--- config.mk ---
export PLATFORM = sky130hd
export DESIGN_NAME = prbs_link_top
export DESIGN_NICKNAME = d
export VERILOG_FILES = /design/src/design/prbs_pkg.sv /design/src/design/shifter_lfsr.sv /design/src/design/prbs_poly_rom.sv /design/src/design/prbs_checker.sv /design/src/design/prbs_period_meter.sv /design/src/design/prbs_link_top.sv
export SDC_FILE = /design/constraint.sdc
export NUM_CORES = 1
export LEC_CHECK = 0
export ABC_AREA = 1
export BUFFER_PORTS_ARGS = -buffer_cell sky130_fd_sc_hd__buf_2
export CAP_MARGIN = 40
export CORE_MARGIN = 2
export CORE_UTILIZATION = 45
export DETAILED_ROUTE_END_ITERATION = 16
export PLACE_DENSITY = 0.73
export SYNTH_ARGS = -nofsm -noshare
export SYNTH_HDL_FRONTEND = slang
export SYNTH_SLANG_ARGS = --single-unit
--- constraint.sdc ---
create_clock -name i_clk -period 2.3 [get_ports i_clk]
set_input_delay 0.23 -clock i_clk [delete_from_list [all_inputs] [get_ports i_clk]]
set_output_delay 0.23 -clock i_clk [all_outputs]
set_load 0.05 [all_outputs]
--- src/design/prbs_pkg.sv ---
package prbs_pkg;

    //////////////////////////////
    // tap format
    //////////////////////////////

    // tap slots per polynomial, unused slots hold zero
    localparam int TAP_COUNT = 4;

    // one tap position, 1-based bit index
    localparam int TAP_INDEX_W = 5;    // 0 = unused, 1..16 = bit

    //////////////////////////////
    // selects and counters
    //////////////////////////////

    localparam int POLY_SEL_W = 3;     // eight table entries

    // checker mismatch count, saturating
    localparam int ERR_CNT_W = 16;

    // steps between wraps, wide enough for 2^n - 1 up to n = 24
    localparam int PERIOD_W = 24;

endpackage : prbs_pkg

--- src/design/shifter_lfsr.sv ---
`timescale 1ns/1ps

// generic xnor shift lfsr, taps chosen at run time
module shifter_lfsr #(
    parameter int WIDTH           = 16,  // register width
    parameter int TAP_INDEX_WIDTH = 5,   // bits per tap position
    parameter int TAP_COUNT       = 4    // tap slots
) (
    input  logic                                 i_clk,
    input  logic                                 i_rst_n,
    input  logic                                 i_enable,     // step or load allowed
    input  logic                                 i_seed_load,  // load seed, wins over step
    input  logic [WIDTH-1:0]                     i_seed_data,
    input  logic [TAP_COUNT*TAP_INDEX_WIDTH-1:0] i_taps,       // packed 1-based positions
    output logic [WIDTH-1:0]                     o_lfsr_out,
    output logic                                 ow_lfsr_done  // register back at seed
);

    logic [WIDTH-1:0] r_lfsr;
    logic [WIDTH-1:0] w_mask;      // one-hot per used tap
    logic             w_feedback;

    //////////////////////////////
    // tap positions to bit mask
    //////////////////////////////
    always_comb begin : tap_decode
        logic [TAP_INDEX_WIDTH-1:0] pos;
        w_mask = '0;
        for (int i = 0; i < TAP_COUNT; i++) begin
            pos = i_taps[i*TAP_INDEX_WIDTH +: TAP_INDEX_WIDTH];
            // zero slot is unused, out-of-range slot ignored
            if (pos != '0 && int'(pos) <= WIDTH) begin
                w_mask[int'(pos) - 1] = 1'b1;
            end
        end
    end

    // xnor of tapped bits, all-ones is the lockup state
    assign w_feedback = ~^(r_lfsr & w_mask);

    // full-width compare, so only a length equal to WIDTH returns here
    assign ow_lfsr_done = (r_lfsr == i_seed_data);

    //////////////////////////////
    // shift register
    //////////////////////////////
    always_ff @(posedge i_clk or negedge i_rst_n) begin
        if (!i_rst_n) begin
            r_lfsr <= '0;
        end else if (i_enable) begin
            if (i_seed_load) begin
                r_lfsr <= i_seed_data;
            end else begin
                r_lfsr <= {r_lfsr[WIDTH-2:0], w_feedback};  // newest bit in bit 0
            end
        end
    end

    assign o_lfsr_out = r_lfsr;

endmodule : shifter_lfsr

--- src/design/prbs_poly_rom.sv ---
`timescale 1ns/1ps

// polynomial select to length and packed xnor taps
module prbs_poly_rom #(
    parameter int WIDTH = 16  // longest register the entries may use
) (
    input  logic [prbs_pkg::POLY_SEL_W-1:0]                    i_poly_sel,
    output logic [prbs_pkg::TAP_COUNT*prbs_pkg::TAP_INDEX_W-1:0] o_taps,
    output logic [4:0]                                         o_len
);
    import prbs_pkg::*;

    localparam int TAPS_W = TAP_COUNT * TAP_INDEX_W;
    localparam int N_POLY = 2 ** POLY_SEL_W;

    function automatic logic [4:0] len_of(input int sel);
        case (sel)
            0:       len_of = 5'd3;
            1:       len_of = 5'd4;
            2:       len_of = 5'd5;
            3:       len_of = 5'd6;
            4:       len_of = 5'd7;
            5:       len_of = 5'd8;
            6:       len_of = 5'd12;
            default: len_of = 5'd16;
        endcase
    endfunction

    // slot 0 sits in the low bits
    function automatic logic [TAPS_W-1:0] pack_taps(input int t0, input int t1,
                                                    input int t2, input int t3);
        pack_taps = {TAP_INDEX_W'(t3), TAP_INDEX_W'(t2), TAP_INDEX_W'(t1), TAP_INDEX_W'(t0)};
    endfunction

    function automatic logic [TAPS_W-1:0] taps_of(input int sel);
        case (sel)
            0:       taps_of = pack_taps(3, 2, 0, 0);
            1:       taps_of = pack_taps(4, 3, 0, 0);
            2:       taps_of = pack_taps(5, 3, 0, 0);
            3:       taps_of = pack_taps(6, 5, 0, 0);
            4:       taps_of = pack_taps(7, 6, 0, 0);
            5:       taps_of = pack_taps(8, 6, 5, 4);
            6:       taps_of = pack_taps(12, 6, 4, 1);
            default: taps_of = pack_taps(16, 15, 13, 4);
        endcase
    endfunction

    // last entry that still fits the register, lengths rise with select
    function automatic int fit_sel();
        int best;
        best = 0;
        for (int s = 0; s < N_POLY; s++) begin
            if (int'(len_of(s)) <= WIDTH) best = s;
        end
        return best;
    endfunction

    localparam int FIT_SEL = fit_sel();

    always_comb begin : rom_lookup
        int eff_sel;
        eff_sel = int'(i_poly_sel);
        if (int'(len_of(eff_sel)) > WIDTH) eff_sel = FIT_SEL;  // too long, fall back
        o_len  = len_of(eff_sel);
        o_taps = taps_of(eff_sel);
    end

endmodule : prbs_poly_rom

--- src/design/prbs_checker.sv ---
`timescale 1ns/1ps

// self-synchronizing serial prbs checker
module prbs_checker #(
    parameter int WIDTH = 16  // history depth
) (
    input  logic                                               i_clk,
    input  logic                                               i_rst_n,
    input  logic                                               i_clear,     // drop sync and count
    input  logic                                               i_rx_valid,  // bit present
    input  logic                                               i_rx_bit,
    input  logic [prbs_pkg::TAP_COUNT*prbs_pkg::TAP_INDEX_W-1:0] i_taps,
    input  logic [4:0]                                         i_len,       // bits to fill
    output logic                                               o_sync,
    output logic                                               o_err,
    output logic [prbs_pkg::ERR_CNT_W-1:0]                     o_err_count
);
    import prbs_pkg::*;

    logic [WIDTH-1:0]     r_hist;     // received bits, bit 0 newest
    logic [WIDTH-1:0]     w_mask;
    logic                 w_pred;     // expected next bit
    logic                 w_miss;     // valid bit differs from prediction
    logic [4:0]           r_fill;     // valid bits since reset or clear
    logic                 r_sync;
    logic                 r_err;
    logic [ERR_CNT_W-1:0] r_err_cnt;

    //////////////////////////////
    // prediction
    //////////////////////////////
    always_comb begin : tap_decode
        logic [TAP_INDEX_W-1:0] pos;
        w_mask = '0;
        for (int i = 0; i < TAP_COUNT; i++) begin
            pos = i_taps[i*TAP_INDEX_W +: TAP_INDEX_W];
            if (pos != '0 && int'(pos) <= WIDTH) begin
                w_mask[int'(pos) - 1] = 1'b1;
            end
        end
    end

    // same recurrence as the generator, run on what was received
    assign w_pred = ~^(r_hist & w_mask);
    assign w_miss = i_rx_valid && (i_rx_bit != w_pred);

    // the received bit goes in even when wrong, so one flip hits
    // once directly and once per tap as it moves through history
    always_ff @(posedge i_clk) begin
        if (i_rx_valid) begin
            r_hist <= {r_hist[WIDTH-2:0], i_rx_bit};
        end
    end

    //////////////////////////////
    // sync, error pulse, count
    //////////////////////////////
    always_ff @(posedge i_clk or negedge i_rst_n) begin
        if (!i_rst_n) begin
            r_fill    <= '0;
            r_sync    <= 1'b0;
            r_err     <= 1'b0;
            r_err_cnt <= '0;
        end else if (i_clear) begin
            r_fill    <= '0;
            r_sync    <= 1'b0;
            r_err     <= 1'b0;
            r_err_cnt <= '0;
        end else begin
            r_err <= r_sync && w_miss;  // only trusted once history is full

            // fill until i_len bits are in, then hold
            if (i_rx_valid && !r_sync) begin
                r_fill <= r_fill + 5'd1;
                if (r_fill + 5'd1 >= i_len) begin
                    r_sync <= 1'b1;
                end
            end

            if (r_sync && w_miss && r_err_cnt != '1) begin
                r_err_cnt <= r_err_cnt + 1'b1;  // saturates at all ones
            end
        end
    end

    assign o_sync      = r_sync;
    assign o_err       = r_err;
    assign o_err_count = r_err_cnt;

endmodule : prbs_checker

--- src/design/prbs_period_meter.sv ---
`timescale 1ns/1ps

// steps between successive generator wraps
module prbs_period_meter (
    input  logic                          i_clk,
    input  logic                          i_rst_n,
    input  logic                          i_restart,  // new seed loaded
    input  logic                          i_step,     // generator advanced this clock
    input  logic                          i_wrap,     // generator at seed
    output logic [prbs_pkg::PERIOD_W-1:0] o_period,
    output logic                          o_period_valid
);
    import prbs_pkg::*;

    logic [PERIOD_W-1:0] r_count;   // steps since last wrap
    logic [PERIOD_W-1:0] r_period;
    logic                r_armed;   // first wrap seen
    logic                r_valid;

    always_ff @(posedge i_clk or negedge i_rst_n) begin
        if (!i_rst_n) begin
            r_count  <= '0;
            r_period <= '0;
            r_armed  <= 1'b0;
            r_valid  <= 1'b0;
        end else if (i_restart) begin
            r_count  <= '0;
            r_period <= '0;
            r_armed  <= 1'b0;
            r_valid  <= 1'b0;
        end else if (i_step) begin
            if (i_wrap) begin
                // leaving the seed again, one full period done
                if (r_armed) begin
                    r_period <= r_count;
                    r_valid  <= 1'b1;
                end
                r_armed <= 1'b1;
                r_count <= {{(PERIOD_W-1){1'b0}}, 1'b1};  // this step counts
            end else if (r_armed && r_count != '1) begin
                r_count <= r_count + 1'b1;  // short lengths never wrap, hold at max
            end
        end
    end

    assign o_period       = r_period;
    assign o_period_valid = r_valid;

endmodule : prbs_period_meter

--- src/design/prbs_link_top.sv ---
`timescale 1ns/1ps

// prbs link tester top
module prbs_link_top #(
    parameter int WIDTH = 16  // generator and checker register width
) (
    input  logic                            i_clk,
    input  logic                            i_rst_n,
    input  logic                            i_run,       // level, generator steps
    input  logic                            i_load,      // pulse, load seed
    input  logic [WIDTH-1:0]                i_seed,
    input  logic [prbs_pkg::POLY_SEL_W-1:0] i_poly_sel,
    input  logic                            i_inject,    // pulse, flip one tx bit
    input  logic                            i_clear,     // pulse, reset checker
    output logic                            o_tx_bit,
    output logic                            o_sync,
    output logic                            o_err,
    output logic [prbs_pkg::ERR_CNT_W-1:0]  o_err_count,
    output logic [prbs_pkg::PERIOD_W-1:0]   o_period,
    output logic                            o_period_valid
);
    import prbs_pkg::*;

    logic [TAP_COUNT*TAP_INDEX_W-1:0] w_taps;
    logic [4:0]                       w_len;
    logic [WIDTH-1:0]                 w_lfsr;
    logic                             w_wrap;
    logic                             w_gen_en;    // load works while stopped
    logic                             w_step;
    logic                             r_tx_bit;    // channel stage
    logic                             r_rx_valid;  // i_run, one clock late

    assign w_gen_en = i_run | i_load;
    assign w_step   = i_run & ~i_load;

    prbs_poly_rom #(.WIDTH(WIDTH)) u_rom (
        .i_poly_sel (i_poly_sel),
        .o_taps     (w_taps),
        .o_len      (w_len)
    );

    shifter_lfsr #(
        .WIDTH           (WIDTH),
        .TAP_INDEX_WIDTH (TAP_INDEX_W),
        .TAP_COUNT       (TAP_COUNT)
    ) u_gen (
        .i_clk        (i_clk),
        .i_rst_n      (i_rst_n),
        .i_enable     (w_gen_en),
        .i_seed_load  (i_load),
        .i_seed_data  (i_seed),
        .i_taps       (w_taps),
        .o_lfsr_out   (w_lfsr),
        .ow_lfsr_done (w_wrap)
    );

    //////////////////////////////
    // injector and channel
    //////////////////////////////
    always_ff @(posedge i_clk or negedge i_rst_n) begin
        if (!i_rst_n) begin
            r_tx_bit   <= 1'b0;
            r_rx_valid <= 1'b0;
        end else begin
            r_tx_bit   <= w_lfsr[0] ^ i_inject;  // newest bit, maybe flipped
            r_rx_valid <= i_run;                 // lines up with the captured bit
        end
    end

    prbs_checker #(.WIDTH(WIDTH)) u_chk (
        .i_clk       (i_clk),
        .i_rst_n     (i_rst_n),
        .i_clear     (i_clear),
        .i_rx_valid  (r_rx_valid),
        .i_rx_bit    (r_tx_bit),
        .i_taps      (w_taps),
        .i_len       (w_len),
        .o_sync      (o_sync),
        .o_err       (o_err),
        .o_err_count (o_err_count)
    );

    prbs_period_meter u_meter (
        .i_clk          (i_clk),
        .i_rst_n        (i_rst_n),
        .i_restart      (i_load),
        .i_step         (w_step),
        .i_wrap         (w_wrap),
        .o_period       (o_period),
        .o_period_valid (o_period_valid)
    );

    assign o_tx_bit = r_tx_bit;

endmodule : prbs_link_top

==> metrics <==
outcome=complete, no violations; Yosys reg bits=107; critical path fanouts, max=6; core area=13,300 um^2; Final WS setup=0.177 ns; Place WS=0.0331 ns; clock tree sinks=107; ant diodes=0; drt total wl=14,400 um; peak supply drop=0.498 mV; Crit path required time=2.57 ns; R2R Path Start=u_meter.r_count[0]; Period minus WS final=2.12 ns; Synth area leaders=dfrtp_1 (37%), nand2_1 (10%), nand3_1 (7.9%), edfxtp_1 (7.7%), inv_1 (7.0%); Yosys top cell area share=0.367; share of cells above drive strength 1=0.177; Synth cell types=40; DIE HEIGHT=121 um; sequential-to-total area share from yosys stat=0.444; TNS Setup=0 ns; post-CTS setup buffers=0; Slew HR=0.652; hold path cells=1; Pleak=3.58 nW; H-Tree Depth=3; Async SR Flop Fraction=0.850; port bufs=68; IO Pins=69; most common cell in the netlist=nand2_1; initial drt markers=401; first-pass GRT wire length=24,700 um; Placed Cells=1,038; fin cells=1,055; die area=14,700 um^2; worst skew pair latency=0.35 ns; drt first pass iters=5; Tot GR Track Use=0.209; Congestion Overflow GR=0; final period utilization=0.923; count of final setup violators=0; f_max=471 MHz; beginning of the worst hold path=i_run; hold worst-path end=r_rx_valid; Pins Over Slew Limit=0; fin nets=909; reg-to-reg slack, setup=0.18 ns; Synth Cell Area=6210 um^2; power per cell area=598 nW/um^2; Max clock buf depth=2; CP arrival=2.39 ns; final hold violation count=0; gpl congestion=0.885; CTS tree=done; Crit Path Category=flop to flop; Final Cell Area=7300 um^2; clk root buf=clkbuf_16; Fin Clk Skew=0.00905 ns; min-delay worst type=primary input to flop; Post-synth EDFFs=16; Placed Area=6930 um^2; P&R area growth vs syn=17.6%; Synth area leader=dfrtp_1; Reg2Reg Depth=12; syn avg cell area=7.87 um^2; Site Rows=42; Ys Warns=0; synth cell count leaders=nand2_1 (171), inv_1 (116), nand3_1 (98), dfrtp_1 (91), o21ai_0 (47); critical path launch point type=flop; largest net degree at the start of global routing=92; WL per Instance=13.6 um; Post-DP HPWL=10,300 um; vias in the first global route=5,215; Reg clk slew, reported paths=0.08 ns; antenna viol nets, final=0; Post-Syn Nets=824; FILL cells=1,246; Worst Tran Pin Value=0.522 ns; Worst setup EP type=flop; reg-to-reg endpoint=u_meter.r_count[18]; TritonCTS Buffers=9; vias=5,386; Post-Syn Instances=789; vias per cell=5.11; Starting Density=0.465; Top FF cell, synth=dfrtp_1; initial antenna violation count=0; Max-Cap Viols=0; die width=121 um; drt drc=0
==> what timing repair did <==
action / CTS / global route
endpoints found under the hold margin: 91 / 0
hold buffers: 1 / 0
resized for setup: 0 / 11
setup endpoints to repair: 0 / 41
==> registers in the layout, summed over array words and instances, names as in the netlist <==
| register | flops |
|---|---|
| u_gen.o_lfsr_out | 16 |
| u_meter.o_period_valid | 1 |
| u_meter.o_period | 24 |
| u_chk.o_err_count | 16 |
| u_meter.r_armed | 1 |
| r_rx_valid | 1 |
| u_chk.r_hist | 16 |
| o_tx_bit | 1 |
| u_chk.r_fill | 5 |
| u_meter.r_count | 24 |
| u_chk.o_sync | 1 |
| u_chk.o_err | 1 |
==> cells by family after synthesis <==
| group | after synthesis | share of synthesized area |
|---|---|---|
| simple gates | 387 | 0.290 |
| buf+inv | 147 | 0.0956 |
| flops | 107 | 0.444 |
| fa+ha+maj | 10 | 0.0202 |
| other cells | 1 | 0.000604 |
| compound gates | 94 | 0.0889 |
| xor+xnor | 43 | 0.0607 |
==> critical path, cell delays in order, from the launching register on <==
cell and delay [ns]:
dfrtp_1 0.41, ha_1 0.22, nand2_1 0.10, nor2_2 0.04, nand2_1 0.14, nor2_2 0.07
nand3_2 0.10, nor3_2 0.04, nand2_1 0.09, nand3_2 0.10, buf_4 0.17, or2_2 0.37
o22ai_1 0.17
==> worst max path at each step <==
stage	slack, ns	end	from
after floorplan	0.20	u_chk.o_err_count[12]	i_poly_sel[1]
after global placement	0.09	u_chk.o_err_count[11]	i_poly_sel[1]
after detailed placement	0.03	u_chk.o_err_count[6]	i_poly_sel[1]
after CTS	0.05	u_meter.o_period[21]	u_gen.o_lfsr_out[10]
after global routing	-0.03	u_meter.r_count[22]	u_meter.r_count[0]
final	0.18	u_meter.r_count[18]	u_meter.r_count[0]
==> metrics by stage <==
stage                     utilization  hold slack (ns)  power, W
final                           0.547           0.0499   0.00436
after global placement          0.519            0.319   0.00277
after floorplan                     -          -0.0656   0.00255
after global routing            0.547           0.0346   0.00459
after CTS                       0.543           0.0287   0.00442
after detailed placement        0.519            0.326   0.00279
==> power breakdown <==
part	total [W]	switching, W	internal, W
clock	0.00161	0.000721	0.000885
sequential	0.00208	0.0000708	0.00201
combinational	0.000682	0.000447	0.000235
==> cells in the final DEF, fill, tap and decap left out, types with 3 or more instances in the layout <==
master	instances
nand2_1	169
inv_1	116
nand3_1	97
dfrtp_1	91
buf_2	67
o21ai_0	46
nor2_1	40
xor2_1	30
buf_4	27
nand4_1	19
nor3_1	18
edfxtp_1	16
a22oi_1	15
xnor2_1	13
nand2_2	11
a21oi_1	10
ha_1	10
clkbuf_16	9
o21ai_1	7
or2_2	7
nor4_1	6
buf_12	5
nand3_2	4
nor3_2	4
inv_2	3
o22ai_1	3
o221ai_1	3
o31ai_1	3
inv_6	3
==> area by class of cell <==
type	instances	area, um^2	area share
sequential	107	2760	0.378
tap	176	220	0.0302
inverter	121	454	0.0622
multi-input combinational	535	2910	0.399
clock buffer	10	239	0.0327
timing repair buffer	100	648	0.0888
clock inverter	6	68.8	0.00943
==> routing by layer <==
metal | vias to the layer above | GRT usage | routed length, um | share of wire
li1 | 2738 | - | - | -
met4 | 0 | 0.0812 | 267 | 0.019
met5 | - | 0 | 0 | 0
met1 | 2496 | 0.284 | 6620 | 0.46
met2 | 129 | 0.333 | 6800 | 0.47
met3 | 23 | 0.0395 | 675 | 0.047
No activity file was read; power rests on OpenSTA's default activity.
